<file path="src/include/arb_defs.svh">
// Grid arbiter dimensions
// Requester matrix size and the address widths derived from it
`ifndef ARB_DEFS_SVH
`define ARB_DEFS_SVH

// Number of requester rows
`define ARB_ROWS 4

// Requesters per row
`define ARB_COLS 4

// Row address width that covers ARB_ROWS
`define ARB_ROW_W 2

// Column address width that covers ARB_COLS
`define ARB_COL_W 2

`endif

</file>
<file path="src/rtl/arb_pkg.sv">
// Grid arbiter types
// Request matrix, row selection state and grant record
`include "arb_defs.svh"

package arb_pkg;

    // One word per row, one bit per column
    typedef logic [`ARB_ROWS-1:0][`ARB_COLS-1:0] req_matrix_t;

    // Row stage state, handed to the column stage
    typedef struct packed
    {
        logic                  valid;  // A row is selected
        logic [`ARB_ROW_W-1:0] row;    // Selected row address
    } row_sel_t;

    // Grant strobe with its matrix address
    typedef struct packed
    {
        logic                  valid;  // Single-cycle strobe
        logic [`ARB_ROW_W-1:0] row;    // Granted row
        logic [`ARB_COL_W-1:0] col;    // Granted column
    } grant_t;

endpackage

</file>
<file path="src/rtl/column_arbiter.sv">
// Column stage of the grid arbiter
// Masked low-to-high column grants within the selected row
`include "arb_defs.svh"

module column_arbiter
(
    input  logic                 clk_i,
    input  logic                 reset_i,        // Async, active high
    input  logic                 enable_i,       // Low forces reset state
    input  arb_pkg::req_matrix_t req_i,          // Level requests
    input  arb_pkg::row_sel_t    row_sel_i,      // From the row stage
    output arb_pkg::grant_t      gnt_o,          // Registered grant strobe
    output logic                 grp_release_o   // One-cycle row done pulse
);

    logic [`ARB_COLS-1:0]  row_word;     // Requests of the selected row
    logic [`ARB_COLS-1:0]  mask_q;       // Columns still open this visit
    logic [`ARB_COLS-1:0]  mask_d;
    logic [`ARB_COLS-1:0]  masked_req;
    logic [`ARB_COLS-1:0]  col_gnt;      // One-hot winner
    logic [`ARB_COLS-1:0]  shift_mask;   // Columns above the winner
    logic [`ARB_COL_W-1:0] col_addr;
    logic                  row_busy;     // Selected row still requesting
    logic                  release_d;
    arb_pkg::grant_t       gnt_q;
    arb_pkg::grant_t       gnt_d;

    assign row_word   = req_i[row_sel_i.row];
    assign row_busy   = row_sel_i.valid && (|row_word);
    assign masked_req = row_word & mask_q;

    priority_arb #(.WIDTH(`ARB_COLS)) u_col_pick
    (
        .req_i (masked_req),
        .gnt_o (col_gnt)
    );

    // Encode winner and open only the columns above it
    always_comb
    begin
        col_addr   = '0;
        shift_mask = {`ARB_COLS{1'b1}};
        for (int c = 0; c < `ARB_COLS; c++)
        begin
            if (col_gnt[c])
            begin
                col_addr   = `ARB_COL_W'(c);
                shift_mask = {`ARB_COLS{1'b1}} << (c + 1);  // Zero after the top column
            end
        end
    end

    always_comb
    begin
        gnt_d       = '0;
        gnt_d.row   = row_sel_i.row;
        gnt_d.col   = col_addr;
        mask_d      = {`ARB_COLS{1'b1}};
        release_d   = 1'b0;
        if (grp_release_o)
        begin
            // No grant while the row stage moves on
        end
        else if (row_busy)
        begin
            if (|masked_req)
            begin
                gnt_d.valid = 1'b1;
                mask_d      = shift_mask;
            end
            else
                release_d = 1'b1;  // Row wants more but the mask is spent
        end
    end

    always_ff @(posedge clk_i or posedge reset_i)
    begin
        if (reset_i)
        begin
            gnt_q         <= '0;
            mask_q        <= {`ARB_COLS{1'b1}};
            grp_release_o <= 1'b0;
        end
        else if (!enable_i)
        begin
            gnt_q         <= '0;                 // No grants while disabled
            mask_q        <= {`ARB_COLS{1'b1}};
            grp_release_o <= 1'b0;
        end
        else
        begin
            gnt_q         <= gnt_d;
            mask_q        <= mask_d;
            grp_release_o <= release_d;
        end
    end

    assign gnt_o = gnt_q;

endmodule

</file>
<file path="src/rtl/grid_arbiter.sv">
// Two-level grid arbiter top
// Row stage picks a row, column stage grants its columns in turn
module grid_arbiter
(
    input  logic                 clk_i,
    input  logic                 reset_i,   // Async, active high
    input  logic                 enable_i,  // Global enable
    input  arb_pkg::req_matrix_t req_i,     // Level requests, one bit per requester
    output arb_pkg::grant_t      gnt_o      // Single-cycle grant strobe
);

    arb_pkg::row_sel_t row_sel;      // Row stage to column stage
    logic              grp_release;  // Column stage back to row stage

    row_arbiter u_row_arb
    (
        .clk_i         (clk_i),
        .reset_i       (reset_i),
        .enable_i      (enable_i),
        .req_i         (req_i),
        .grp_release_i (grp_release),
        .row_sel_o     (row_sel)
    );

    column_arbiter u_col_arb
    (
        .clk_i         (clk_i),
        .reset_i       (reset_i),
        .enable_i      (enable_i),
        .req_i         (req_i),
        .row_sel_i     (row_sel),
        .gnt_o         (gnt_o),
        .grp_release_o (grp_release)
    );

endmodule

</file>
<file path="src/rtl/priority_arb.sv">
// Fixed-priority picker
// One-hot grant of the lowest set request bit
module priority_arb
#(
    parameter int WIDTH = 4
)
(
    input  logic [WIDTH-1:0] req_i,  // Request vector
    output logic [WIDTH-1:0] gnt_o   // One-hot grant that is zero when idle
);

    logic [WIDTH-1:0] req_neg;  // Two's complement of the requests

    // Negation flips every bit above the lowest one
    assign req_neg = ~req_i + 1'b1;

    // Only the lowest set bit survives the AND
    assign gnt_o = req_i & req_neg;

endmodule

</file>
<file path="src/rtl/row_arbiter.sv">
// Row stage of the grid arbiter
// Round-robin pick of one requesting row that a group release moves on
`include "arb_defs.svh"

module row_arbiter
(
    input  logic               clk_i,
    input  logic               reset_i,          // Async, active high
    input  logic               enable_i,         // Low forces reset state
    input  arb_pkg::req_matrix_t req_i,          // Level requests
    input  logic               grp_release_i,    // Column stage finished this row
    output arb_pkg::row_sel_t  row_sel_o         // Registered selection
);

    logic [`ARB_ROWS-1:0]  row_req;      // Row has at least one request
    logic [`ARB_ROWS-1:0]  rr_mask_q;    // Rows after the last pick
    logic [`ARB_ROWS-1:0]  rr_mask_d;
    logic [`ARB_ROWS-1:0]  masked_req;   // Requesting rows under the mask
    logic [`ARB_ROWS-1:0]  masked_gnt;
    logic [`ARB_ROWS-1:0]  plain_gnt;    // Unmasked pick for wrap-around
    logic [`ARB_ROWS-1:0]  pick_gnt;     // Winning one-hot row
    logic [`ARB_ROW_W-1:0] pick_row;     // Encoded winner
    logic                  reselect;
    arb_pkg::row_sel_t     sel_q;
    arb_pkg::row_sel_t     sel_d;

    // OR-reduce each row word
    always_comb
    begin
        for (int r = 0; r < `ARB_ROWS; r++)
        begin
            row_req[r] = |req_i[r];
        end
    end

    assign masked_req = row_req & rr_mask_q;

    priority_arb #(.WIDTH(`ARB_ROWS)) u_masked_pick
    (
        .req_i (masked_req),
        .gnt_o (masked_gnt)
    );

    priority_arb #(.WIDTH(`ARB_ROWS)) u_plain_pick
    (
        .req_i (row_req),
        .gnt_o (plain_gnt)
    );

    // Masked pick wins and plain pick wraps back to the low rows
    assign pick_gnt = (|masked_req) ? masked_gnt : plain_gnt;

    // One-hot to row address
    always_comb
    begin
        pick_row = '0;
        for (int r = 0; r < `ARB_ROWS; r++)
        begin
            if (pick_gnt[r])
                pick_row = `ARB_ROW_W'(r);
        end
    end

    // No row yet, release from the column stage, or current row drained
    assign reselect = !sel_q.valid || grp_release_i || !row_req[sel_q.row];

    always_comb
    begin
        sel_d     = sel_q;
        rr_mask_d = rr_mask_q;
        if (reselect)
        begin
            if (|row_req)
            begin
                sel_d.valid = 1'b1;
                sel_d.row   = pick_row;
                rr_mask_d   = {`ARB_ROWS{1'b1}} << (pick_row + 1);  // Strictly above the pick
            end
            else
                sel_d.valid = 1'b0;  // Pointer holds while no row requests
        end
    end

    always_ff @(posedge clk_i or posedge reset_i)
    begin
        if (reset_i)
        begin
            sel_q     <= '0;
            rr_mask_q <= {`ARB_ROWS{1'b1}};
        end
        else if (!enable_i)
        begin
            sel_q     <= '0;                 // Same as reset while disabled
            rr_mask_q <= {`ARB_ROWS{1'b1}};
        end
        else
        begin
            sel_q     <= sel_d;
            rr_mask_q <= rr_mask_d;
        end
    end

    assign row_sel_o = sel_q;

endmodule

</file>
<file path="config.mk">
export PLATFORM = sky130hd
export DESIGN_NAME = grid_arbiter
export DESIGN_NICKNAME = d
export VERILOG_FILES = /design/src/rtl/arb_pkg.sv /design/src/rtl/column_arbiter.sv /design/src/rtl/grid_arbiter.sv /design/src/rtl/priority_arb.sv /design/src/rtl/row_arbiter.sv
export VERILOG_INCLUDE_DIRS = /design/src /design/src/include
export SDC_FILE = /design/constraint.sdc
export NUM_CORES = 1
export LEC_CHECK = 0
export BUFFER_PORTS_ARGS = -buffer_cell sky130_fd_sc_hd__buf_2
export CORE_ASPECT_RATIO = 1.4
export CORE_UTILIZATION = 52
export DETAILED_ROUTE_END_ITERATION = 12
export HOLD_SLACK_MARGIN = 0.03
export PLACE_DENSITY_LB_ADDON = 0.15
export SETUP_SLACK_MARGIN = 0.2
export SKIP_LAST_GASP = 1
export SLEW_MARGIN = 20
export SYNTH_ARGS = -nofsm -noshare
export SYNTH_HDL_FRONTEND = slang
export SYNTH_SLANG_ARGS = --single-unit
</file>
<file path="constraint.sdc">
create_clock -name clk_i -period 2 [get_ports clk_i]
set_input_delay 0 -clock clk_i [delete_from_list [all_inputs] [get_ports clk_i]]
set_output_delay 0 -clock clk_i [all_outputs]
set_load 0.1 [all_outputs]
</file>
==> metrics <==
Primary FF master, synth=dfrtp_1; core region area=just under 2000 sq um; Final #Nets=146; DR iter-0 viols=25; WL met1=roughly 930 um; DP HPWL=1.64 mm; DRC viols=0; Slew headroom=approximately three fifths; yosys warns=0; # diodes=0; clock network power share=20.3%; most frequent cells in the layout=23 x buf_2, 10 x inv_1, 8 x dfstp_2, 7 x nand2_1, 7 x dfrtp_1; Syn Area/Cell=10.8 sq um; RSZ-0062 raised after global routing=no; FP Rows=19; DRT Wirelength=between 2 and 2.5 mm; Worst R2R Setup Slack=0.31 ns; met2 wire length=1.03 mm; Design Power=862 uW; CTS HTree Levels=1; Setup TNS=0 ns; mapped cell area=1060 sq um; Setup Viol. Count Final=0; chip height=55.4 um; Fin Clk Skew=0.00355 ns; fmax=about 0.59 GHz; critical path type=flop to flop; max cap viols=0; metal3 WL=roughly 90 um; Gate Count Post-Synth=98; sequential fraction of the synthesis area=41.1%; outcome=completed; P_leak=approximately 0.55 nW; Final min period=1.69 ns; Max Used Layer=met4; Max Fanout on Critical Path=10; internal power=556 uW; VDD IR max=approximately 0.00057 V; Clock Tree Buf Depth=2; commonest non-fill, non-tap cell in the layout=buf_2; pwr/cell area=around 690 nW/um^2; first-pass GRT wire length=3.13 mm; crit path DAT=between 1.5 and 2 ns; Ports=24; worst skew pair latency=0.28 ns; initial antenna violation count=0; P_sw=307 uW; CTS tree=yes; Pre-antenna DRT Iters=4; synth unique cells=39; Root Driver=clkbuf_4; Post-CTS Repair Setup Buffers=0; Antenna Nets Post-Route=0; Slew @ Worst Pin=0.625 ns; die extent in x=40.2 um; Critical Path RT=2.21 ns; CTS Sinks=17; starting density of the core=a little over half; sw frac=35.6%; Tcrit/Tclk final=approximately 85%; #FFs+latches synth=17; total number of vias=834; PortBufs=23; Sequential Power Share=47.2%; GRT overflow=0; type of the worst min-delay path=input port to flop; TritonCTS buffer count=3; Crit. End Element=flop; area growth from synthesis to layout=17.1%; die area=2230 sq um; async set-reset flop share out of synthesis=100%; logic gate share of total power=32.4%; drt via density=5.67; Syn Nets=117; clock slew at reported path FFs=0.09 ns; Post-synth EDFFs=0; largest net degree at the start of global routing=18; Routed wire per std cell=14.1 um; Setup crit start kind=flop; ratio of cells with drive above 1 in the final layout=around two fifths; final max-slew violation count=0; total track usage=20.5%; RePlAce Congestion=0.837; Hold Violations, Final=0; vias in the first global route=just under 800
## per-layer routing
| metal | vias to the layer above | track usage [%] |
|---|---|---|
| met5 | - | 0 |
| met1 | 384 | 24.5 |
| li1 | 422 | - |
| met4 | 0 | 7.39 |
| met3 | 2 | 3.61 |
| met2 | 26 | 34.3 |
## power groups by stage
stage	clock network, mW	logic, mW	registers (mW)
detailed placement	0	0.277	0.413
CTS	0.184	0.281	0.407
global placement	0	0.273	0.412
finish	0.175	0.280	0.407
floorplan	0	0.144	0.474
global route	0.198	0.300	0.412
## path summary, 6_finish.rpt
| kind | from | to | cells after the start |
|---|---|---|---|
| worst max-delay path | u_row_arb.row_sel_o[0]$_DFFE_PP0P_ | u_col_arb.mask_q[3]$_DFF_PP1_ | 4 |
| worst min-delay path | req_i[6] | u_row_arb.row_sel_o[2]$_DFFE_PP0P_ | 5 |
| worst max register to register | u_row_arb.row_sel_o[0]$_DFFE_PP0P_ | u_col_arb.mask_q[3]$_DFF_PP1_ | 4 |
| worst min register to register | u_row_arb.rr_mask_q[2]$_DFFE_PP1P_ | u_row_arb.rr_mask_q[2]$_DFFE_PP1P_ | 2 |
| max in group asynchronous | reset_i | u_row_arb.row_sel_o[0]$_DFFE_PP0P_ | 3 |
| min in group asynchronous | reset_i | u_col_arb.gnt_o[2]$_DFF_PP0_ | 3 |
## Yosys cell counts (2+ instances only)
| cell type | instances | share of area (%) |
|---|---|---|
| inv_1 | 10 | 3.5 |
| dfrtp_1 | 9 | 21 |
| dfstp_2 | 8 | 20 |
| nand2_1 | 7 | 2.5 |
| mux2i_1 | 6 | 5.7 |
| o21ai_1 | 6 | 2.8 |
| a21oi_1 | 4 | 1.9 |
| o21ai_0 | 4 | 1.9 |
| nand4_1 | 3 | 1.8 |
| nor2_1 | 3 | 1.1 |
| nor4_4 | 3 | 6.0 |
| a21boi_1 | 2 | 1.4 |
| a32oi_1 | 2 | 1.7 |
| buf_6 | 2 | 2.1 |
| mux2_1 | 2 | 2.1 |
| nor3b_1 | 2 | 1.4 |
| o211ai_1 | 2 | 1.4 |
| o21a_1 | 2 | 1.4 |
## kinds of logic after synthesis
family / share of synthesized area (%)
multiplexers: 10.3
buffers and inverters: 6.49
AO/OA/AOI/OAI: 24.3
flip-flops: 41.1
AND/OR/NAND/NOR: 17.8
## stage by stage
stage	setup slack, ns	instance area [sq um]	std cells	hold WS, ns	util [%]
3_5_place_dp	0.221	1190	141	0.114	61.2
3_3_place_gp	0.255	1190	141	0.101	61.2
6_report	0.306	1240	147	0.169	63.7
5_1_grt	0.221	1240	147	0.210	63.7
4_1_cts	0.202	1240	147	0.156	63.5
2_1_floorplan	0.307	1060	98	-0.0797	-
## flip-flops by register name, summed over array words and instances, names as in the netlist
name	count
u_col_arb.gnt_o	5
u_row_arb.row_sel_o	3
u_col_arb.mask_q	4
u_row_arb.rr_mask_q	4
u_col_arb.grp_release_o	1
## repair_timing
item / 4_1_cts / 5_1_grt
gates resized for setup: 0 / 2
setup endpoints to repair: 0 / 9
hold endpoints to repair: 11 / 0
hold buffers: 2 / 0
## layout make-up
| class | instances | area [sq um] |
|---|---|---|
| multi-input cells | 67 | 556 |
| inverters | 10 | 37.5 |
| clock buffers | 4 | 26.3 |
| well taps | 21 | 26.3 |
| fillers | 177 | 708 |
| repair buffers | 28 | 158 |
| flip-flops and latches | 17 | 438 |
## critical path, cell delays in order, from the launching register on
cell	delay [ns]
dfrtp_2	0.50
mux2_1	0.38
a32oi_1	0.26
nand2_1	0.10
or3b_1	0.38
No activity file was read; power rests on OpenSTA's default activity.
